==> src/hw/id_defs.svh <==
`ifndef ID_DEFS_SVH
`define ID_DEFS_SVH

// datapath sizes
`define ID_DATA_W    32
`define ID_INST_W    64
`define ID_RADDR_W   5
`define ID_NUM_REGS  32

// instruction form, bits 63:60
`define ID_FORM_SREG 4'h1
`define ID_FORM_DREG 4'h2

// opcodes, bits 59:52
`define ID_OP_OR     8'h01
`define ID_OP_AND    8'h02
`define ID_OP_XOR    8'h03
`define ID_OP_SHL    8'h05
`define ID_OP_SHR    8'h06
`define ID_OP_SAR    8'h07
`define ID_OP_MOV    8'h08
`define ID_OP_ADD    8'h10
`define ID_OP_SUB    8'h11
`define ID_OP_JMP    8'h20
`define ID_OP_JE     8'h21
`define ID_OP_JNE    8'h22
`define ID_OP_JG     8'h23
`define ID_OP_JL     8'h24
`define ID_OP_JNG    8'h25
`define ID_OP_JNL    8'h26

`endif

==> src/hw/id_pkg.sv <==
`include "id_defs.svh"

package id_pkg;

	// register-immediate layout
	typedef struct packed {
		logic [3:0]               form;
		logic [7:0]               op;
		logic [`ID_RADDR_W-1:0]   field_a;
		logic [`ID_RADDR_W-1:0]   field_b;
		logic [`ID_DATA_W-1:0]    imm;
		logic [9:0]               pad;
	} inst_sreg_t;

	// three-register layout
	typedef struct packed {
		logic [3:0]               form;
		logic [7:0]               op;
		logic [`ID_RADDR_W-1:0]   field_a;
		logic [`ID_RADDR_W-1:0]   field_b;
		logic [`ID_RADDR_W-1:0]   field_c;
		logic [36:0]              pad;
	} inst_dreg_t;

	typedef union packed {
		inst_sreg_t sreg;
		inst_dreg_t dreg;
	} inst_u;

	typedef struct packed {
		logic                     wr_en;
		logic [`ID_RADDR_W-1:0]   addr;
		logic [`ID_DATA_W-1:0]    data;
	} fwd_t;

	typedef struct packed {
		logic                     en;
		logic [`ID_RADDR_W-1:0]   addr;
	} rd_req_t;

	typedef enum logic [3:0] {
		ALUOP_NOP, ALUOP_OR, ALUOP_AND, ALUOP_XOR, ALUOP_SHL, ALUOP_SHR,
		ALUOP_SAR, ALUOP_ADD, ALUOP_SUB, ALUOP_MOV, ALUOP_JUMP
	} aluop_e;

	typedef enum logic [2:0] {
		SEL_NOP, SEL_LOGIC, SEL_SHIFT, SEL_ARITH, SEL_MOV, SEL_JUMP
	} alusel_e;

	typedef enum logic [2:0] {
		BR_NONE, BR_JMP, BR_JE, BR_JNE, BR_JG, BR_JL, BR_JNG, BR_JNL
	} br_kind_e;

	typedef struct packed {
		aluop_e                   aluop;
		alusel_e                  alusel;
		logic [`ID_DATA_W-1:0]    op1;
		logic [`ID_DATA_W-1:0]    op2;
		logic [`ID_RADDR_W-1:0]   rd;
		logic                     wr_en;
	} ex_pkt_t;

	typedef struct packed {
		logic                     taken;
		logic [`ID_DATA_W-1:0]    target;
	} branch_t;

endpackage

==> src/hw/id_branch_unit.sv <==
`timescale 1ns/100ps
`include "id_defs.svh"

module id_branch_unit (
	input  id_pkg::br_kind_e            br_kind_i,
	input  logic [`ID_DATA_W-1:0]       op1_i,
	input  logic [`ID_DATA_W-1:0]       op2_i,
	input  logic [`ID_DATA_W-1:0]       op3_i,
	output id_pkg::branch_t             branch_o
);

	import id_pkg::*;

	logic [`ID_DATA_W:0] diff;
	logic                eq;
	logic                lt;

	// borrow out of op1 - op2 means op1 < op2, unsigned
	assign diff = {1'b0, op1_i} - {1'b0, op2_i};
	assign eq   = (diff == '0);
	assign lt   = diff[`ID_DATA_W];

	always_comb begin
		branch_o.taken  = 1'b0;
		branch_o.target = op3_i;
		case (br_kind_i)
			BR_JMP: begin
				branch_o.taken  = 1'b1;
				branch_o.target = op1_i;
			end
			BR_JE:  branch_o.taken = eq;
			BR_JNE: branch_o.taken = !eq;
			BR_JG:  branch_o.taken = !lt && !eq;
			BR_JL:  branch_o.taken = lt;
			BR_JNG: branch_o.taken = lt || eq;
			BR_JNL: branch_o.taken = !lt;
			default: ;
		endcase
	end

endmodule

==> src/hw/id_decoder.sv <==
`timescale 1ns/100ps
`include "id_defs.svh"

module id_decoder (
	input  id_pkg::inst_u                 inst_i,
	output id_pkg::aluop_e                aluop_o,
	output id_pkg::alusel_e               alusel_o,
	output logic [`ID_RADDR_W-1:0]        rd_o,
	output logic                          wr_en_o,
	output id_pkg::rd_req_t [2:0]         rd_req_o,
	output logic [`ID_DATA_W-1:0]         imm_o,
	output id_pkg::br_kind_e              br_kind_o
);

	import id_pkg::*;

	aluop_e   op_aluop;
	alusel_e  op_alusel;
	br_kind_e op_br;
	logic     is_alu;
	logic     is_cmp;

	// opcode class, shared by both forms
	always_comb begin
		op_aluop  = ALUOP_NOP;
		op_alusel = SEL_NOP;
		op_br     = BR_NONE;
		case (inst_i.sreg.op)
			`ID_OP_OR:  begin op_aluop = ALUOP_OR;  op_alusel = SEL_LOGIC; end
			`ID_OP_AND: begin op_aluop = ALUOP_AND; op_alusel = SEL_LOGIC; end
			`ID_OP_XOR: begin op_aluop = ALUOP_XOR; op_alusel = SEL_LOGIC; end
			`ID_OP_SHL: begin op_aluop = ALUOP_SHL; op_alusel = SEL_SHIFT; end
			`ID_OP_SHR: begin op_aluop = ALUOP_SHR; op_alusel = SEL_SHIFT; end
			`ID_OP_SAR: begin op_aluop = ALUOP_SAR; op_alusel = SEL_SHIFT; end
			`ID_OP_ADD: begin op_aluop = ALUOP_ADD; op_alusel = SEL_ARITH; end
			`ID_OP_SUB: begin op_aluop = ALUOP_SUB; op_alusel = SEL_ARITH; end
			`ID_OP_MOV: begin op_aluop = ALUOP_MOV; op_alusel = SEL_MOV;   end
			`ID_OP_JMP: op_br = BR_JMP;
			`ID_OP_JE:  op_br = BR_JE;
			`ID_OP_JNE: op_br = BR_JNE;
			`ID_OP_JG:  op_br = BR_JG;
			`ID_OP_JL:  op_br = BR_JL;
			`ID_OP_JNG: op_br = BR_JNG;
			`ID_OP_JNL: op_br = BR_JNL;
			default: ;
		endcase
	end

	assign is_alu = (op_alusel != SEL_NOP);
	assign is_cmp = (op_br != BR_NONE) && (op_br != BR_JMP);

	always_comb begin
		aluop_o   = ALUOP_NOP;
		alusel_o  = SEL_NOP;
		rd_o      = '0;
		wr_en_o   = 1'b0;
		rd_req_o  = '0;
		imm_o     = '0;
		br_kind_o = BR_NONE;
		case (inst_i.sreg.form)
			`ID_FORM_SREG: begin
				if (is_alu && op_aluop != ALUOP_MOV) begin
					aluop_o     = op_aluop;
					alusel_o    = op_alusel;
					rd_o        = inst_i.sreg.field_a;
					wr_en_o     = 1'b1;
					rd_req_o[0] = {1'b1, inst_i.sreg.field_b};
					imm_o       = inst_i.sreg.imm;
				end else if (is_cmp) begin
					aluop_o     = ALUOP_JUMP;
					alusel_o    = SEL_JUMP;
					br_kind_o   = op_br;
					rd_req_o[0] = {1'b1, inst_i.sreg.field_a};
					rd_req_o[1] = {1'b1, inst_i.sreg.field_b};
					// path 3 falls back to imm as the target
					imm_o       = inst_i.sreg.imm;
				end
			end
			`ID_FORM_DREG: begin
				if (is_alu) begin
					aluop_o     = op_aluop;
					alusel_o    = op_alusel;
					rd_o        = inst_i.dreg.field_a;
					wr_en_o     = 1'b1;
					rd_req_o[0] = {1'b1, inst_i.dreg.field_b};
					// mov has one source, op2 becomes the zero imm
					rd_req_o[1] = {op_aluop != ALUOP_MOV, inst_i.dreg.field_c};
				end else if (op_br == BR_JMP) begin
					aluop_o     = ALUOP_JUMP;
					alusel_o    = SEL_JUMP;
					br_kind_o   = BR_JMP;
					rd_req_o[0] = {1'b1, inst_i.dreg.field_b};
				end else if (is_cmp) begin
					aluop_o     = ALUOP_JUMP;
					alusel_o    = SEL_JUMP;
					br_kind_o   = op_br;
					rd_req_o[0] = {1'b1, inst_i.dreg.field_a};
					rd_req_o[1] = {1'b1, inst_i.dreg.field_b};
					rd_req_o[2] = {1'b1, inst_i.dreg.field_c};
				end
			end
			default: ;
		endcase
	end

endmodule

==> src/hw/id_operand_fwd.sv <==
`timescale 1ns/100ps
`include "id_defs.svh"

module id_operand_fwd (
	input  id_pkg::rd_req_t             req_i,
	input  id_pkg::fwd_t                ex_fwd_i,
	input  id_pkg::fwd_t                mem_fwd_i,
	input  logic [`ID_DATA_W-1:0]       reg_data_i,
	input  logic [`ID_DATA_W-1:0]       imm_i,
	output logic [`ID_DATA_W-1:0]       operand_o
);

	logic ex_hit;
	logic mem_hit;

	assign ex_hit  = ex_fwd_i.wr_en && (ex_fwd_i.addr == req_i.addr);
	assign mem_hit = mem_fwd_i.wr_en && (mem_fwd_i.addr == req_i.addr);

	// youngest result wins
	always_comb begin
		if (!req_i.en) begin
			operand_o = imm_i;
		end else if (ex_hit) begin
			operand_o = ex_fwd_i.data;
		end else if (mem_hit) begin
			operand_o = mem_fwd_i.data;
		end else begin
			operand_o = reg_data_i;
		end
	end

endmodule

==> src/hw/id_regfile.sv <==
`timescale 1ns/100ps
`include "id_defs.svh"

module id_regfile (
	input  logic                              clk_i,
	input  logic                              rst_n_i,
	input  id_pkg::rd_req_t [2:0]             rd_req_i,
	input  id_pkg::fwd_t                      wr_i,
	output logic [2:0][`ID_DATA_W-1:0]        rd_data_o
);

	logic [`ID_DATA_W-1:0] regs [`ID_NUM_REGS];

	// single write port, fed by the memory stage
	always_ff @(posedge clk_i or negedge rst_n_i) begin
		if (!rst_n_i) begin
			for (int i = 0; i < `ID_NUM_REGS; i++) begin
				regs[i] <= '0;
			end
		end else if (wr_i.wr_en) begin
			regs[wr_i.addr] <= wr_i.data;
		end
	end

	// enables only matter in the operand paths
	always_comb begin
		for (int i = 0; i < 3; i++) begin
			rd_data_o[i] = regs[rd_req_i[i].addr];
		end
	end

endmodule

==> src/hw/id_stage.sv <==
`timescale 1ns/100ps
`include "id_defs.svh"

module id_stage (
	input  logic                clk_i,
	input  logic                rst_n_i,
	input  logic                inst_valid_i,
	input  id_pkg::inst_u       inst_i,
	input  id_pkg::fwd_t        ex_fwd_i,
	input  id_pkg::fwd_t        mem_fwd_i,
	output logic                ex_valid_o,
	output id_pkg::ex_pkt_t     ex_pkt_o,
	output id_pkg::branch_t     branch_o
);

	import id_pkg::*;

	aluop_e                        aluop;
	alusel_e                       alusel;
	br_kind_e                      br_kind;
	logic [`ID_RADDR_W-1:0]        rd;
	logic                          wr_en;
	rd_req_t [2:0]                 rd_req;
	logic [`ID_DATA_W-1:0]         imm;
	logic [2:0][`ID_DATA_W-1:0]    rd_data;
	logic [2:0][`ID_DATA_W-1:0]    operand;
	branch_t                       br_d;
	ex_pkt_t                       pkt_d;
	logic                          taken_q;
	logic [`ID_DATA_W-1:0]         target_q;

	id_decoder i_id_decoder (
		.inst_i    (inst_i),
		.aluop_o   (aluop),
		.alusel_o  (alusel),
		.rd_o      (rd),
		.wr_en_o   (wr_en),
		.rd_req_o  (rd_req),
		.imm_o     (imm),
		.br_kind_o (br_kind)
	);

	id_regfile i_id_regfile (
		.clk_i     (clk_i),
		.rst_n_i   (rst_n_i),
		.rd_req_i  (rd_req),
		.wr_i      (mem_fwd_i),
		.rd_data_o (rd_data)
	);

	for (genvar g = 0; g < 3; g++) begin : g_operand
		id_operand_fwd i_id_operand_fwd (
			.req_i      (rd_req[g]),
			.ex_fwd_i   (ex_fwd_i),
			.mem_fwd_i  (mem_fwd_i),
			.reg_data_i (rd_data[g]),
			.imm_i      (imm),
			.operand_o  (operand[g])
		);
	end

	id_branch_unit i_id_branch_unit (
		.br_kind_i (br_kind),
		.op1_i     (operand[0]),
		.op2_i     (operand[1]),
		.op3_i     (operand[2]),
		.branch_o  (br_d)
	);

	assign pkt_d = '{aluop: aluop, alusel: alusel, op1: operand[0], op2: operand[1],
			rd: rd, wr_en: wr_en};

	// ID/EX control bits
	always_ff @(posedge clk_i or negedge rst_n_i) begin
		if (!rst_n_i) begin
			ex_valid_o <= 1'b0;
			taken_q    <= 1'b0;
		end else begin
			ex_valid_o <= inst_valid_i;
			taken_q    <= inst_valid_i && br_d.taken;
		end
	end

	// ID/EX payload, loaded on strobe
	always_ff @(posedge clk_i) begin
		if (inst_valid_i) begin
			ex_pkt_o <= pkt_d;
			target_q <= br_d.target;
		end
	end

	assign branch_o = '{taken: taken_q, target: target_q};

endmodule

==> config.mk <==
export PLATFORM = sky130hd
export DESIGN_NAME = id_stage
export DESIGN_NICKNAME = d
export VERILOG_FILES = /design/src/hw/id_pkg.sv /design/src/hw/id_branch_unit.sv /design/src/hw/id_decoder.sv /design/src/hw/id_operand_fwd.sv /design/src/hw/id_regfile.sv /design/src/hw/id_stage.sv
export VERILOG_INCLUDE_DIRS = /design/src /design/src/hw
export SDC_FILE = /design/constraint.sdc
export NUM_CORES = 2
export LEC_CHECK = 0
export ABC_AREA = 1
export BUFFER_PORTS_ARGS = -buffer_cell sky130_fd_sc_hd__buf_4
export CORE_ASPECT_RATIO = 1.2
export CORE_MARGIN = 2
export CORE_UTILIZATION = 29
export DETAILED_ROUTE_END_ITERATION = 8
export HOLD_SLACK_MARGIN = 0.06
export PLACE_DENSITY_LB_ADDON = 0.25
export SYNTH_ARGS = -nofsm -noshare
export SYNTH_HDL_FRONTEND = slang
export SYNTH_SLANG_ARGS = --single-unit
export TNS_END_PERCENT = 30
==> constraint.sdc <==
create_clock -name clk_i -period 8.05 [get_ports clk_i]
set_input_delay 0.4025 -clock clk_i [delete_from_list [all_inputs] [get_ports clk_i]]
set_output_delay 0.4025 -clock clk_i [all_outputs]
set_load 0.1 [all_outputs]
==> impl_metrics.ini <==
[cells_and_area]
fin_nets = 10400
final_cells = 13700
layout_common_cells = o21ai_0 (2413), nand2_1 (2004), dfrtp_1 (1026)
drive_gt1_share_pct = 8.60
fin_util_pct = 33.3
area_growth_syn_to_layout_pct = 14.3
layout_commonest_cell = o21ai_0

[placement]
place_inst = 13400
portBuffers = 243
gp_congestion = 0.991
dp_hpwl_mm = 230

[worst_setup_path]
crit_arrival_ns = 7.80
worstPathRequired_ns = 8.78
path_buf_inv = 8
crit_fanout = 38
path_delay_family = simple AND/OR/NAND/NOR gates
cp-end-kind = flop
regToRegEndpoint = taken_q
rrSetupSlack_ns = 2.26
crit_top_cell = nor2_1
startpoint_type = input port
reg2reg_depth = 39
path_class = in2reg
reg2reg_from = i_id_regfile.regs[961]
worst_path_max_delay_cell = a21oi_1
max_stage_delay_ns = 0.70

[synth]
yosysSeqAreaShare_pct = 39.1
avgSynthCellArea_sq_um = 7.06
yosysWarningCount = 0
synth_top_area_cell = dfrtp_1
synth_cells = 10500
netlist_area_sq_um = 74100
yosys-top-cells-area = dfrtp_1 (35%), o21ai_0 (16%), nand2_1 (10%)
synth_top_area_share_pct = 34.6
synth_nets = 10700
synth_seq_cells = 1135
async_flop_share_pct = 90.4
synth_edf_count = 109
synth_cell_types = 65
synthFlopType = dfrtp_1

[detailed_routing]
drtIter0Drc = 12100
via_per_inst = 6.09
drc_errors = 0
vias = 83500
wl_per_cell_microns = 28.7
first_pass_iters = 8
wirelength_mm = 394
ant_nets = 0

[cts]
clk_pin_slew_worst_paths_ns = 0.07
numClockSinks = 1135
cts_tree = done
cts_max_level = 4
cts_buffers = 138
clockRootBuffer = clkbuf_16
insertion_delay_ns = 0.85
clock_path_buffers = 4

[global_route]
grt_max_degree = 179
global_route.usage.total_pct = 29.2
antenna_found_initial = 16
grt_pass1_vias = 76900
grt_pass1_wl_mm = 562
grt-ovfl-total = 0

[sta]
clock.fmax_mhz = 141
min_period_ns = 7.07
tightest_slew_ns = 1.61
rsz0062_at_grt = false
final.period_utilization_pct = 87.8
setup_tns_ns = 0
setup_viol = 0
slew_headroom_pct = -7.21
hold_violations = 0
fin_skew_ns = 0.0706
maxSlewViolCount = 1

[worst_hold_path]
min_path_type = in2reg
worstHoldPathCells = 5
hp-start = ex_fwd_i[8]
hold_end = ex_pkt_o[14]

[power]
p_leak_uw = 0.0344
powerDensity_nw_per_um2 = 208
max-vdd-ir-drop_mv = 0.167

[floorplanning]
initial_core_util_pct = 29.1
io_pins = 254
rows = 203
die_y_microns = 558
die_w_microns = 465
die_area_sq_um = 260000
core_sq_um = 255000

[outcome]
violations = max-slew violations
status = finished, violations left

[run]
maxCapViolCount = 0
-- through the flow --
step                      worst slack (ns)  instance area (sq um)  hold slack (ns)  total power (uW)
after floorplan                       1.45                  74100            0.107              9860
after CTS                             1.31                  84700           0.0635             17600
final                                0.982                  84700           0.0883             17600
after global routing                 0.568                  84700            0.100             18400
after global placement               0.182                  79600            0.467             11100
after detailed placement             0.479                  79600            0.473             11200
-- registers in the layout, summed over array words and instances, names as in the netlist --
signal	count
ex_pkt_o	77
taken_q	1
target_q	32
i_id_regfile.regs	1024
ex_valid_o	1
-- cell families (layout without fill, tap and decap cells) --
family	after synthesis	in the layout	synth area share (%)
AO/OA/AOI/OAI	4278	4278	33.1
XOR/XNOR	20	20	0.247
adder cells (fa/ha/maj)	32	32	0.550
buffers and inverters	1681	1495	8.59
flip-flops	1135	1135	39.1
multiplexers	1	1	0.0135
other	0	8	0
AND/OR/NAND/NOR	3354	3354	18.4
-- final cells by class --
type                       instances  area [sq um]
tap                             3382          4230
clock inverter                    42           429
clock buffer                     188          3910
antenna                            8          20.0
sequential                      1135         28900
inverter                         659          2510
timing repair buffer             606          5350
fill                           27200        170000
multi-input combinational       7685         39300
-- routing by layer --
| layer | GRT usage (%) | share of wire (%) | vias to the layer above | routed length [microns] |
|---|---|---|---|---|
| li1 | - | - | 36200 | - |
| met1 | 38.5 | 39 | 40000 | 155000 |
| met2 | 43.7 | 42 | 5943 | 167000 |
| met3 | 7.14 | 12 | 1278 | 46800 |
| met4 | 16.0 | 6.3 | 28 | 24900 |
| met5 | 0 | 0.053 | - | 207 |
-- worst reg2reg max path: cells and delay by family, from the launching register on --
kind / cells / cell delay, ns
AND/OR/NAND/NOR: 24 / 2.67
adder cells (fa/ha/maj): 1 / 0.28
AO/OA/AOI/OAI: 10 / 1.96
flip-flops: 1 / 0.39
buffers and inverters: 4 / 0.37
-- report_power, final --
part           switching, uW  internal, uW
logic                   2270          1260
clock network           2700          3640
registers                927          6780
-- worst max-delay path by stage --
| stage | from | to | slack [ns] | depth (start not counted) |
|---|---|---|---|---|
| after detailed placement | inst_i[52] | taken_q | 0.48 | 47 |
| after CTS | inst_i[57] | taken_q | 1.31 | 47 |
| after global routing | inst_i[52] | taken_q | 0.57 | 47 |
| final | inst_i[57] | taken_q | 0.98 | 37 |
| after floorplan | inst_i[57] | taken_q | 1.45 | 50 |
| after global placement | inst_i[52] | taken_q | 0.18 | 47 |
-- Yosys cell counts, types with 4 or more instances --
cell type     n
a211oi_1     21
a21oi_1     632
a221oi_1     95
a22o_1        7
a31oi_1     211
buf_1        63
buf_2        18
buf_4         6
clkbuf_1    934
clkinv_1      6
dfrtp_1    1026
edfxtp_1    109
ha_1         31
inv_1       634
inv_2        17
nand2_1    2038
nand2_2      21
nand2_4       5
nand3_1     447
nand3_2       8
nand3_4       4
nand3b_1     12
nand4_1      35
nor2_1      717
nor2_2        7
nor2_4        5
nor3_1       33
nor4_1        7
o211ai_1    385
o21a_1       18
o21ai_0    2413
o21ai_1       6
o221ai_1    151
o22a_1       16
o22ai_1     163
o311ai_0     98
o31ai_1      36
or2_2         9
xnor2_1       4
xor2_1       15
-- repair_timing --
| item | 4_1_cts | 5_1_grt |
|---|---|---|
| resized for setup | 0 | 0 |
| hold buffers | 68 | 0 |
| endpoints found under the hold margin | 159 | 0 |
| buffers inserted | 0 | 0 |
Note: power is estimated with default switching activity, not from simulation.
